<file path="config.mk">
export PLATFORM = sky130hd
export DESIGN_NAME = dispatch_top
export DESIGN_NICKNAME = d
export VERILOG_FILES = /design/src/verilog/dq_pkg.sv /design/src/verilog/dispatch_if.sv /design/src/verilog/dispatch_fsm.sv /design/src/verilog/dispatch_top.sv /design/src/verilog/iq_entry_array.sv /design/src/verilog/queue_count.sv /design/src/verilog/tail_counter.sv
export SDC_FILE = /design/constraint.sdc
export NUM_CORES = 1
export LEC_CHECK = 0
export BUFFER_PORTS_ARGS = -buffer_cell sky130_fd_sc_hd__clkbuf_2
export CAP_MARGIN = 20
export CORE_MARGIN = 5
export CORE_UTILIZATION = 60
export CTS_CLUSTER_DIAMETER = 30
export DETAILED_ROUTE_END_ITERATION = 7
export PLACE_DENSITY = 0.8
export REMOVE_ABC_BUFFERS = 1
export SLEW_MARGIN = 0
export SYNTH_ARGS = -nofsm -noshare
export SYNTH_HDL_FRONTEND = slang
export SYNTH_SLANG_ARGS = --single-unit
</file>
<file path="constraint.sdc">
create_clock -name clk -period 4.8 [get_ports clk]
set_input_delay 0.72 -clock clk [delete_from_list [all_inputs] [get_ports clk]]
set_output_delay 0.72 -clock clk [all_outputs]
set_load 0.02 [all_outputs]
</file>
<file path="src/verilog/dq_pkg.sv">
`default_nettype none

// ====================
// dispatch queue sizes
// ====================

package dq_pkg;

        // number of instruction queue entries
        localparam int QENTRIES = 8;

        // fetch slots presented in one dispatch
        // the slot-pattern logic in queue_count is written for exactly three
        localparam int QSLOTS = 3;

        // most instructions that may enter the queue in one dispatch
        localparam int WAYS = 3;

        // ====================
        // vector types
        // ====================

        // index of one queue entry
        typedef logic [$clog2(QENTRIES)-1:0] qidx_t;

        // one bit per fetch slot, bit 0 is the oldest slot
        typedef logic [QSLOTS-1:0] slot_mask_t;

        // count of queued instructions, 0 to 3
        typedef logic [1:0] qcnt_t;

        // a compressed instruction word
        typedef logic [15:0] insn_t;

        // one valid bit per queue entry
        typedef logic [QENTRIES-1:0] entry_mask_t;

        // dispatch handshake states
        typedef enum logic [1:0] {
                IDLE,
                EVAL,
                ACK,
                DROP
        } disp_state_t;

endpackage

`default_nettype wire

</file>
<file path="src/verilog/dispatch_if.sv">
`timescale 1ns/1ps
`default_nettype none

// carries the latched fetch bundle from the FSM to the count logic and the entry
// array, the tail indices from the tail counter, and the count result back out
interface dispatch_if;

        // latched slot fields, one bit per slot
        dq_pkg::slot_mask_t slot_vd;
        dq_pkg::slot_mask_t slot_jc;
        dq_pkg::slot_mask_t slot_ret;
        dq_pkg::slot_mask_t take_branch;

        // latched instruction words, one per slot
        dq_pkg::insn_t insn [dq_pkg::QSLOTS];

        // mode bits captured along with the bundle
        logic branch_miss;
        logic debug_on;

        // entry targeted by the first, second and third valid slot
        dq_pkg::qidx_t tails [dq_pkg::QSLOTS];

        // result of the queueing decision
        dq_pkg::qcnt_t queued_cnt;
        dq_pkg::slot_mask_t queued_onp;

        // one-cycle strobe, entries are written and the tail moves at its end
        logic commit;

        // the FSM also samples the result so it can hold it while ack is high
        modport fsm (output slot_vd, slot_jc, slot_ret, take_branch, insn,
                     output branch_miss, debug_on, commit,
                     input queued_cnt, queued_onp);

        modport counter (output tails, input commit, queued_cnt);

        modport count (input slot_vd, slot_jc, slot_ret, take_branch,
                       input branch_miss, debug_on, tails,
                       output queued_cnt, queued_onp);

        modport array (input insn, tails, queued_onp, commit);

endinterface

`default_nettype wire

</file>
<file path="src/verilog/dispatch_fsm.sv">
`timescale 1ns/1ps
`default_nettype none

// fetch side handshake for one dispatch
// the bundle is latched on req so the count cannot change under the handshake,
// commit pulses one cycle later and ack rises together with the held result
module dispatch_fsm (
        input logic clk,
        input logic arst_n,
        input logic req,
        input dq_pkg::slot_mask_t slot_vd,
        input dq_pkg::slot_mask_t slot_jc,
        input dq_pkg::slot_mask_t slot_ret,
        input dq_pkg::slot_mask_t take_branch,
        input dq_pkg::insn_t insn [dq_pkg::QSLOTS],
        input logic branch_miss,
        input logic debug_on,
        output logic ack,
        output dq_pkg::qcnt_t queued_cnt,
        output dq_pkg::slot_mask_t queued_onp,
        dispatch_if.fsm slot
);

        dq_pkg::disp_state_t state;

        // ====================
        // state and control
        // ====================

        always_ff @(posedge clk or negedge arst_n) begin
                if (!arst_n) begin
                        state <= dq_pkg::IDLE;
                        ack <= 1'b0;
                        slot.commit <= 1'b0;
                        queued_cnt <= '0;
                        queued_onp <= '0;
                end else begin
                        case (state)
                        dq_pkg::IDLE: begin
                                if (req)
                                        state <= dq_pkg::EVAL;
                        end
                        dq_pkg::EVAL: begin
                                // the count has settled on the latched bundle
                                slot.commit <= 1'b1;
                                state <= dq_pkg::ACK;
                        end
                        dq_pkg::ACK: begin
                                if (slot.commit) begin
                                        // sample the result before the entries and tail move
                                        slot.commit <= 1'b0;
                                        ack <= 1'b1;
                                        queued_cnt <= slot.queued_cnt;
                                        queued_onp <= slot.queued_onp;
                                end else if (!req) begin
                                        state <= dq_pkg::DROP;
                                end
                        end
                        dq_pkg::DROP: begin
                                // ack falls first, IDLE follows one cycle later
                                if (ack)
                                        ack <= 1'b0;
                                else
                                        state <= dq_pkg::IDLE;
                        end
                        default: state <= dq_pkg::IDLE;
                        endcase
                end
        end

        // ====================
        // bundle latch
        // ====================

        always_ff @(posedge clk) begin
                if (state == dq_pkg::IDLE && req) begin
                        slot.slot_vd <= slot_vd;
                        slot.slot_jc <= slot_jc;
                        slot.slot_ret <= slot_ret;
                        slot.take_branch <= take_branch;
                        slot.insn <= insn;
                        slot.branch_miss <= branch_miss;
                        slot.debug_on <= debug_on;
                end
        end

endmodule

`default_nettype wire

</file>
<file path="src/verilog/dispatch_top.sv">
`timescale 1ns/1ps
`default_nettype none

// dispatch front end of the instruction queue
// fetch offers up to three slots over a four-phase req/ack handshake,
// the issue side frees entries through the release strobe
module dispatch_top (
        input logic clk,
        input logic arst_n,
        input logic req,
        input logic branch_miss,
        input logic debug_on,
        input dq_pkg::slot_mask_t slot_vd,
        input dq_pkg::slot_mask_t slot_jc,
        input dq_pkg::slot_mask_t slot_ret,
        input dq_pkg::slot_mask_t take_branch,
        input dq_pkg::insn_t insn [dq_pkg::QSLOTS],
        output logic ack,
        output dq_pkg::qcnt_t queued_cnt,
        output dq_pkg::slot_mask_t queued_onp,
        input logic release_en,
        input dq_pkg::qidx_t release_idx,
        input dq_pkg::qidx_t rd_idx,
        output dq_pkg::insn_t rd_insn,
        output dq_pkg::entry_mask_t iq_valid
);

        // ====================
        // internal bus
        // ====================

        dispatch_if slot_bus ();

        // handshake, bundle latch and commit strobe
        dispatch_fsm u_fsm (
                .clk         (clk),
                .arst_n      (arst_n),
                .req         (req),
                .slot_vd     (slot_vd),
                .slot_jc     (slot_jc),
                .slot_ret    (slot_ret),
                .take_branch (take_branch),
                .insn        (insn),
                .branch_miss (branch_miss),
                .debug_on    (debug_on),
                .ack         (ack),
                .queued_cnt  (queued_cnt),
                .queued_onp  (queued_onp),
                .slot        (slot_bus.fsm)
        );

        // queueing decision on the latched bundle
        queue_count u_count (
                .slot (slot_bus.count),
                .iq_v (iq_valid)
        );

        tail_counter u_tail (
                .clk    (clk),
                .arst_n (arst_n),
                .slot   (slot_bus.counter)
        );

        // the occupancy vector feeds back into the count logic
        iq_entry_array u_array (
                .clk         (clk),
                .arst_n      (arst_n),
                .slot        (slot_bus.array),
                .release_en  (release_en),
                .release_idx (release_idx),
                .rd_idx      (rd_idx),
                .rd_insn     (rd_insn),
                .iq_v        (iq_valid)
        );

endmodule

`default_nettype wire

</file>
<file path="src/verilog/iq_entry_array.sv">
`timescale 1ns/1ps
`default_nettype none

// instruction queue storage, a valid bit and a word per entry
// commit fills entries from the tail, the issue side frees them by index
module iq_entry_array (
        input logic clk,
        input logic arst_n,
        dispatch_if.array slot,
        input logic release_en,
        input dq_pkg::qidx_t release_idx,
        input dq_pkg::qidx_t rd_idx,
        output dq_pkg::insn_t rd_insn,
        output dq_pkg::entry_mask_t iq_v
);

        dq_pkg::entry_mask_t valid;
        dq_pkg::insn_t words [dq_pkg::QENTRIES];

        // target entry of each slot, valid only where the slot queued
        dq_pkg::qidx_t slot_tgt [dq_pkg::QSLOTS];

        // queued slots take tail entries in slot order
        // a slot that did not queue does not use up an index
        always_comb begin
                dq_pkg::qcnt_t rank;
                rank = '0;
                for (int s = 0; s < dq_pkg::QSLOTS; s++) begin
                        slot_tgt[s] = slot.tails[rank];
                        if (slot.queued_onp[s])
                                rank = rank + 2'd1;
                end
        end

        // ====================
        // valid bits
        // ====================

        // release and commit never hit the same entry
        always_ff @(posedge clk or negedge arst_n) begin
                if (!arst_n) begin
                        valid <= '0;
                end else begin
                        if (release_en)
                                valid[release_idx] <= 1'b0;
                        if (slot.commit) begin
                                for (int s = 0; s < dq_pkg::QSLOTS; s++) begin
                                        if (slot.queued_onp[s])
                                                valid[slot_tgt[s]] <= 1'b1;
                                end
                        end
                end
        end

        // instruction words
        always_ff @(posedge clk) begin
                if (slot.commit) begin
                        for (int s = 0; s < dq_pkg::QSLOTS; s++) begin
                                if (slot.queued_onp[s])
                                        words[slot_tgt[s]] <= slot.insn[s];
                        end
                end
        end

        assign rd_insn = words[rd_idx];
        assign iq_v = valid;

endmodule

`default_nettype wire

</file>
<file path="src/verilog/queue_count.sv">
`timescale 1ns/1ps
`default_nettype none

// works out how many of the three fetch slots can enter the queue this
// dispatch and which of them do
// a slot needs its target entry to be free, and queueing stops after
// a slot that changes the flow of control
module queue_count (
        dispatch_if.count slot,
        input dq_pkg::entry_mask_t iq_v
);

        // free flag of the entry that the k-th valid slot would land in
        logic [dq_pkg::QSLOTS-1:0] tail_free;

        // slot ends the group: jump/call, return or taken branch
        dq_pkg::slot_mask_t flow;

        always_comb begin
                for (int k = 0; k < dq_pkg::QSLOTS; k++) begin
                        tail_free[k] = ~iq_v[slot.tails[k]];
                end
        end

        assign flow = slot.slot_jc | slot.slot_ret | slot.take_branch;

        // ====================
        // slot pattern decode
        // ====================

        always_comb begin
                slot.queued_cnt = '0;
                slot.queued_onp = '0;
                // a branch miss flushes the front end, nothing queues
                if (!slot.branch_miss) begin
                        case (slot.slot_vd)
                        3'b001, 3'b010, 3'b100: begin
                                // single slot, only its entry matters
                                if (tail_free[0]) begin
                                        slot.queued_cnt = 2'd1;
                                        slot.queued_onp = slot.slot_vd;
                                end
                        end
                        3'b011: begin
                                if (tail_free[0]) begin
                                        slot.queued_cnt = 2'd1;
                                        slot.queued_onp[0] = 1'b1;
                                        if (!flow[0] && tail_free[1] && !slot.debug_on &&
                                            dq_pkg::WAYS > 1) begin
                                                slot.queued_cnt = 2'd2;
                                                slot.queued_onp[1] = 1'b1;
                                        end
                                end
                        end
                        3'b110: begin
                                // slot 1 is the oldest here and takes the tail entry
                                if (tail_free[0]) begin
                                        slot.queued_cnt = 2'd1;
                                        slot.queued_onp[1] = 1'b1;
                                        if (!flow[1] && tail_free[1] && !slot.debug_on &&
                                            dq_pkg::WAYS > 1) begin
                                                slot.queued_cnt = 2'd2;
                                                slot.queued_onp[2] = 1'b1;
                                        end
                                end
                        end
                        3'b111: begin
                                if (tail_free[0]) begin
                                        slot.queued_cnt = 2'd1;
                                        slot.queued_onp[0] = 1'b1;
                                        if (!flow[0] && tail_free[1] && !slot.debug_on &&
                                            dq_pkg::WAYS > 1) begin
                                                slot.queued_cnt = 2'd2;
                                                slot.queued_onp[1] = 1'b1;
                                                // third slot only if the second did queue
                                                if (!flow[1] && tail_free[2] &&
                                                    dq_pkg::WAYS > 2) begin
                                                        slot.queued_cnt = 2'd3;
                                                        slot.queued_onp[2] = 1'b1;
                                                end
                                        end
                                end
                        end
                        // 000 has nothing to queue and 101 has a hole, both give zero
                        default: begin
                                slot.queued_cnt = '0;
                                slot.queued_onp = '0;
                        end
                        endcase
                end
        end

endmodule

`default_nettype wire

</file>
<file path="src/verilog/tail_counter.sv">
`timescale 1ns/1ps
`default_nettype none

// queue tail pointer
// the entry after the last queued one is the next place to write
module tail_counter (
        input logic clk,
        input logic arst_n,
        dispatch_if.counter slot
);

        dq_pkg::qidx_t tail;

        // the index width matches the queue depth, so the sum wraps modulo 8
        always_ff @(posedge clk or negedge arst_n) begin
                if (!arst_n) begin
                        tail <= '0;
                end else if (slot.commit) begin
                        tail <= tail + dq_pkg::qidx_t'(slot.queued_cnt);
                end
        end

        // ====================
        // target indices
        // ====================

        // k-th valid slot targets tail plus k
        generate
                for (genvar k = 0; k < dq_pkg::QSLOTS; k++) begin : g_tails
                        assign slot.tails[k] = tail + dq_pkg::qidx_t'(k);
                end
        endgenerate

endmodule

`default_nettype wire

</file>
==> impl_metrics.json, run 1 <==
{
  "status": "finished clean",
  "ys.flop_type": "edfxtp_1",
  "ys_types": 58,
  "viasPerCell": 6.45,
  "place_congestion": 0.857,
  "critPathBufInv": 2,
  "clock_latency_ns": 0.51,
  "cts_tree": "built",
  "ios": 102,
  "fin_util_pct": 70.7,
  "crit_family": "simple AND/OR/NAND/NOR gates",
  "grt_pass1_wl_mm": 46.2,
  "initial_core_util_pct": 61.2,
  "grtUsageTotal_pct": 27.1,
  "synth_area_leaders": "edfxtp_1, mux2i_1, mux4_2, a21oi_1, nor2_1",
  "antenna_found_initial": 0,
  "ctsResizeCount": 0,
  "vdd_drop_max_mv": 0.493,
  "die_area_um2": 22000,
  "cts_made_buffers": 41,
  "h-tree-depth": 2,
  "die_height_um": 148,
  "clockBufferDepth": 3,
  "port-buffer-count": 98,
  "die_x_um": 148,
  "p_per_area_nw_per_um2": 528,
  "grt_pass1_vias": 8416,
  "cp.required_ns": 4.97,
  "n_antenna_cell": 0,
  "setup_viol": 0,
  "nNetsFinal": 1137,
  "vias": 8503,
  "yosys-top-cells-count": "edfxtp_1, nor2_1, a21oi_1",
  "wl_mm": 29.7,
  "grt_setup_unrepaired": "no",
  "fin_crit_sh_pct": 87.9,
  "yosysTopAreaCellShare_pct": 48.9,
  "clock.fmax_mhz": 237,
  "cts_root_buffer": "clkbuf_16",
  "yosysTopAreaCell": "edfxtp_1",
  "antenna_left": 0,
  "drv_slew": 0,
  "cts.clk_slew.worst_paths_ns": 0.05,
  "rows": 50,
  "grt_max_degree": 60,
  "area_growth_syn_to_layout_pct": 15.4,
  "cts_hold_buffers": 0,
  "crit_type": "register to register",
  "syn_area_per_cell_um2": 11.6,
  "cp_slowest_stage_delay_ns": 0.49,
  "syn-cell-area_um2": 11500,
  "slew_headroom_pct": 27.1,
  "hp-class": "input pin to asynchronous set/reset pin",
  "max_slew.worst_pin.slew_ns": 1.09,
  "synth_edf_count": 187,
  "startpoint_type": "register",
  "async_reset_ff_share_pct": 9.66,
  "cellLeakagePower_uw": 0.00529,
  "crit_path_end_kind": "register",
  "drc": 0,
  "ys_warn_count": 0,
  "arrival_ns": 4.39,
  "final.min_clock_period_ns": 4.22,
  "post_cts_buffers": 0,
  "fin_tns_setup_ns": 0,
  "dp_hpwl_mm": 17.9,
  "fin_worst_skew_ns": 0.0125,
  "ys_seq_area_share_pct": 53.2,
  "layout-drive-gt1-share_pct": 25.0,
  "hold_viol": 0,
  "drt_first_iter_violations": 1180,
  "syn_inst": 995,
  "num-fill-cells": 1299,
  "drt_pass1_iterations": 6,
  "post_drt_wl_per_cell_um": 22.5,
  "core_um2": 18800,
  "max_cap_violations": 0,
  "grt_overflow": 0,
  "slowest_stage": "dfrtp_1",
  "cp_cell_sequence": "ha_1 -> xnor2_1 -> mux2_4 -> o21ai_4 -> and2_1 -> ha_1 -> xnor2_1 -> o21ai_0 -> inv_1 -> nand2_1 -> or3_1 -> nand3b_1 -> buf_4",
  "crit_fanout": 16,
  "clock-sinks": 207,
  "yosys_register_bits": 207,
  "yosysMostFrequentCell": "edfxtp_1"
}
[metrics by stage]
| step | hold slack, ns | total power (uW) | cell area [um2] | instances | worst slack (ns) |
|---|---|---|---|---|---|
| after global placement | 0.475 | 4190 | 11900 | 1245 | 0.706 |
| after detailed placement | 0.491 | 4250 | 11900 | 1245 | 0.641 |
| after global routing | 0.212 | 7320 | 13300 | 1318 | 0.287 |
| after CTS | 0.188 | 7020 | 13300 | 1318 | 0.625 |
| final | 0.181 | 7000 | 13300 | 1318 | 0.579 |
| after floorplan | 0.424 | 3710 | 10900 | 876 | 0.208 |
[power by group]
group	total, uW	switching, uW	internal (uW)
registers	2620	308	2310
clock network	2750	894	1860
logic	1630	976	657
[path summary, 6_finish.rpt]
| kind | startpoint | end | slack, ns | depth (start not counted) |
|---|---|---|---|---|
| hold / removal | arst_n | u_fsm.queued_onp[2] | 0.18 | 1 |
| setup reg to reg | u_tail.tail[0] | u_array.words[4][13] | 0.58 | 13 |
| min in group clk | insn[44] | u_fsm.slot.insn[44] | 0.39 | 1 |
| max in group asynchronous | arst_n | u_array.iq_v[2] | 4.26 | 1 |
| hold reg to reg | u_fsm.queued_cnt[0] | u_fsm.queued_cnt[0] | 0.50 | 1 |
| setup / recovery | u_tail.tail[0] | u_array.words[4][13] | 0.58 | 13 |
[area by class of cell]
| type | count | area, um2 | area share [%] |
|---|---|---|---|
| clock inverters | 25 | 269 | 2.03 |
| multi-input cells | 657 | 4700 | 35.4 |
| well taps | 234 | 293 | 2.21 |
| repair buffers | 135 | 768 | 5.79 |
| inverters | 12 | 45.0 | 0.340 |
| clock buffers | 48 | 1070 | 8.09 |
| flip-flops and latches | 207 | 6120 | 46.1 |
[cell families after synthesis]
group                      share of synthesized area (%)
AOI/OAI and AO/OA                                   10.8
xor gates and xnor gates                           0.610
adders and majority gates                           1.26
buffers and inverters                               5.96
DFF                                                 53.2
muxes                                               17.0
and+or+nand+nor                                     11.2
[registers in the layout (all words and copies together) (netlist names)]
name and cells:
u_fsm.slot.slot_ret 2, u_fsm.ack 1, u_array.iq_v 8, u_tail.tail 3, u_fsm.queued_cnt 2, u_fsm.slot.slot_vd 3
u_array.words 128, u_fsm.slot.take_branch 2, u_fsm.slot.slot_jc 2, u_fsm.slot.insn 48, u_fsm.state 2, u_fsm.queued_onp 3
u_fsm.slot.commit 1, u_fsm.slot.debug_on 1, u_fsm.slot.branch_miss 1
[per-layer routing]
layer  global-route usage, %  vias to the layer above  wire length, um
li1                        -                     3797                -
met1                    37.2                     4054            11300
met2                    42.4                      554            14000
met3                    6.15                       98             3410
met4                    10.6                        0             1010
met5                       0                        -                0
[cells in the final DEF, fill, tap and decap left out, types with 18 or more instances in the layout]
cell | synthesis | final
a21oi_1 | 132 | 132
a22oi_1 | 18 | 18
a31oi_1 | 19 | 19
buf_4 | 3 | 37
clkbuf_16 | 0 | 42
clkbuf_2 | 0 | 98
dfrtp_1 | 20 | 20
edfxtp_1 | 187 | 187
mux2_2 | 22 | 22
mux2i_1 | 88 | 88
mux4_2 | 36 | 36
nand2_1 | 68 | 68
nor2_1 | 138 | 138
No activity file was read; power rests on OpenSTA's default activity.
==> inputs of run 2 (changes only) <==
- CORE_MARGIN: 5 -> not set
- CORE_UTILIZATION: 60 -> 55
- PLACE_DENSITY: 0.8 -> 0.75
==> run 2 against run 1 <==
  * Clock power increased by 13%
  * Critical endpoint is now u_array.words[3][15]
  * Global-route usage increased by 1.5 points
  * Critical path depth unchanged
  * Power increased by 5.1%
  * Largest power group unchanged
  * Clock-buffer cell count increased by 4
  * Sequential power about the same
==> impl_metrics.json, run 2 (synthesis results as in run 1) <==
{
  "die_area_um2": 21500,
  "clock.fmax_mhz": 242,
  "antenna_found_initial": 0,
  "h-tree-depth": 2,
  "rows": 52,
  "p_per_area_nw_per_um2": 543,
  "clock_latency_ns": 0.53,
  "slew_headroom_pct": 25.4,
  "max_cap_violations": 0,
  "fin_crit_sh_pct": 86.1,
  "grt_overflow": 0,
  "postLayoutSetupSlackWorst_ns": 0.669,
  "highest_layer": "met4",
  "cp.required_ns": 5.01,
  "clockBufferDepth": 3,
  "grt_setup_unrepaired": "no",
  "dp_hpwl_mm": 18.0,
  "n_antenna_cell": 0,
  "viasPerCell": 6.29,
  "cts_made_buffers": 47,
  "final.min_clock_period_ns": 4.13,
  "wl_mm": 30.1,
  "m1WireLength_mm": 11.8,
  "drv_slew": 0,
  "arrival_ns": 4.34,
  "status": "finished clean",
  "routed-wl-met2_mm": 14.8,
  "crit_path_end_kind": "register",
  "whs_ns": 0.168,
  "crit_fanout": 17,
  "area_growth_syn_to_layout_pct": 17.8,
  "cts_root_buffer": "clkbuf_16",
  "stdcell_count": 1369,
  "hp-class": "input pin to asynchronous set/reset pin",
  "grt_pass1_vias": 8615,
  "core_um2": 20400,
  "fin_tns_setup_ns": 0,
  "largest_register_ffs": 128,
  "nNetsFinal": 1144,
  "multi_input_area_um2": 4690,
  "grt_pass1_wl_mm": 47.2,
  "cellLeakagePower_uw": 0.00540,
  "post_drt_wl_per_cell_um": 22.0,
  "cts_tree": "built",
  "initial_core_util_pct": 56.4,
  "die_height_um": 147,
  "met3_length_mm": 2.52,
  "layout-drive-gt1-share_pct": 26.6,
  "vias": 8605,
  "fin_worst_skew_ns": 0.0155,
  "vdd_drop_max_mv": 0.419,
  "die_x_um": 147,
  "grt_max_degree": 37,
  "num-fill-cells": 1442,
  "hold_viol": 0,
  "clock-sinks": 207,
  "final_cell_mix": "edfxtp_1, nor2_1, a21oi_1, clkbuf_2, mux2i_1",
  "post_cts_buffers": 0,
  "setup_viol": 0,
  "drc": 0,
  "grtUsageTotal_pct": 28.6,
  "ctsResizeCount": 0,
  "antenna_left": 0,
  "startpoint_type": "register",
  "max_slew.worst_pin.slew_ns": 1.12,
  "crit_type": "register to register",
  "drt_pass1_iterations": 6,
  "port-buffer-count": 98,
  "drt_first_iter_violations": 1011,
  "place_ws_ns": 0.735,
  "place_congestion": 0.873,
  "cts.clk_slew.worst_paths_ns": 0.05,
  "place_inst": 1282,
  "cts_hold_buffers": 0,
  "final_common_cell": "edfxtp_1",
  "seq_area_um2": 6120,
  "ios": 102
}
-- run 2: cell type report --
class / instances / share of cell area, %
clock buffers: 52 / 9.37
clock inverters: 35 / 2.26
inverters: 12 / 0.333
multi-input cells: 657 / 34.7
flip-flops and latches: 207 / 45.2
well taps: 270 / 2.49
repair buffers: 136 / 5.73
-- run 2: metal layers --
layer	track usage, %	up-vias
met1	37.0	4214
met2	47.0	483
met5	0	-
met3	5.69	90
met4	12.1	0
li1	-	3818
-- run 2: metrics by stage --
stage | area [um2] | util (%) | power [uW]
finish | 13500 | 66.5 | 7360
global route | 13500 | 66.5 | 7660
CTS | 13500 | 66.5 | 7370
detailed placement | 12000 | 58.8 | 4250
global placement | 12000 | 58.8 | 4200
floorplan | 10900 | - | 3710
-- run 2: critical path, stage by stage, from the launching register on --
cell	delay, ns
dfrtp_1	0.38
ha_1	0.48
mux4_2	0.36
mux2_4	0.31
o21ai_4	0.22
and2_1	0.21
ha_1	0.36
xnor2_1	0.10
o21ai_0	0.22
nand2_1	0.17
or3_1	0.41
buf_4	0.23
nand3b_1	0.13
buf_4	0.24
-- run 2: final timing paths --
check	start	to	cells after the start	slack [ns]
min reg2reg	u_fsm.queued_onp[0]	u_fsm.queued_onp[0]	1	0.51
max reg2reg	u_tail.tail[1]	u_array.words[3][15]	13	0.67
min in group clk	insn[9]	u_fsm.slot.insn[9]	1	0.36
max in group asynchronous	arst_n	u_fsm.queued_onp[2]	1	4.26
min	arst_n	u_fsm.queued_cnt[0]	1	0.17
max	u_tail.tail[1]	u_array.words[3][15]	13	0.67
-- run 2: power breakdown --
part	switching, uW	total, uW	internal [uW]
Combinational	1010	1670	665
Sequential	280	2590	2310
Clock	1030	3100	2070
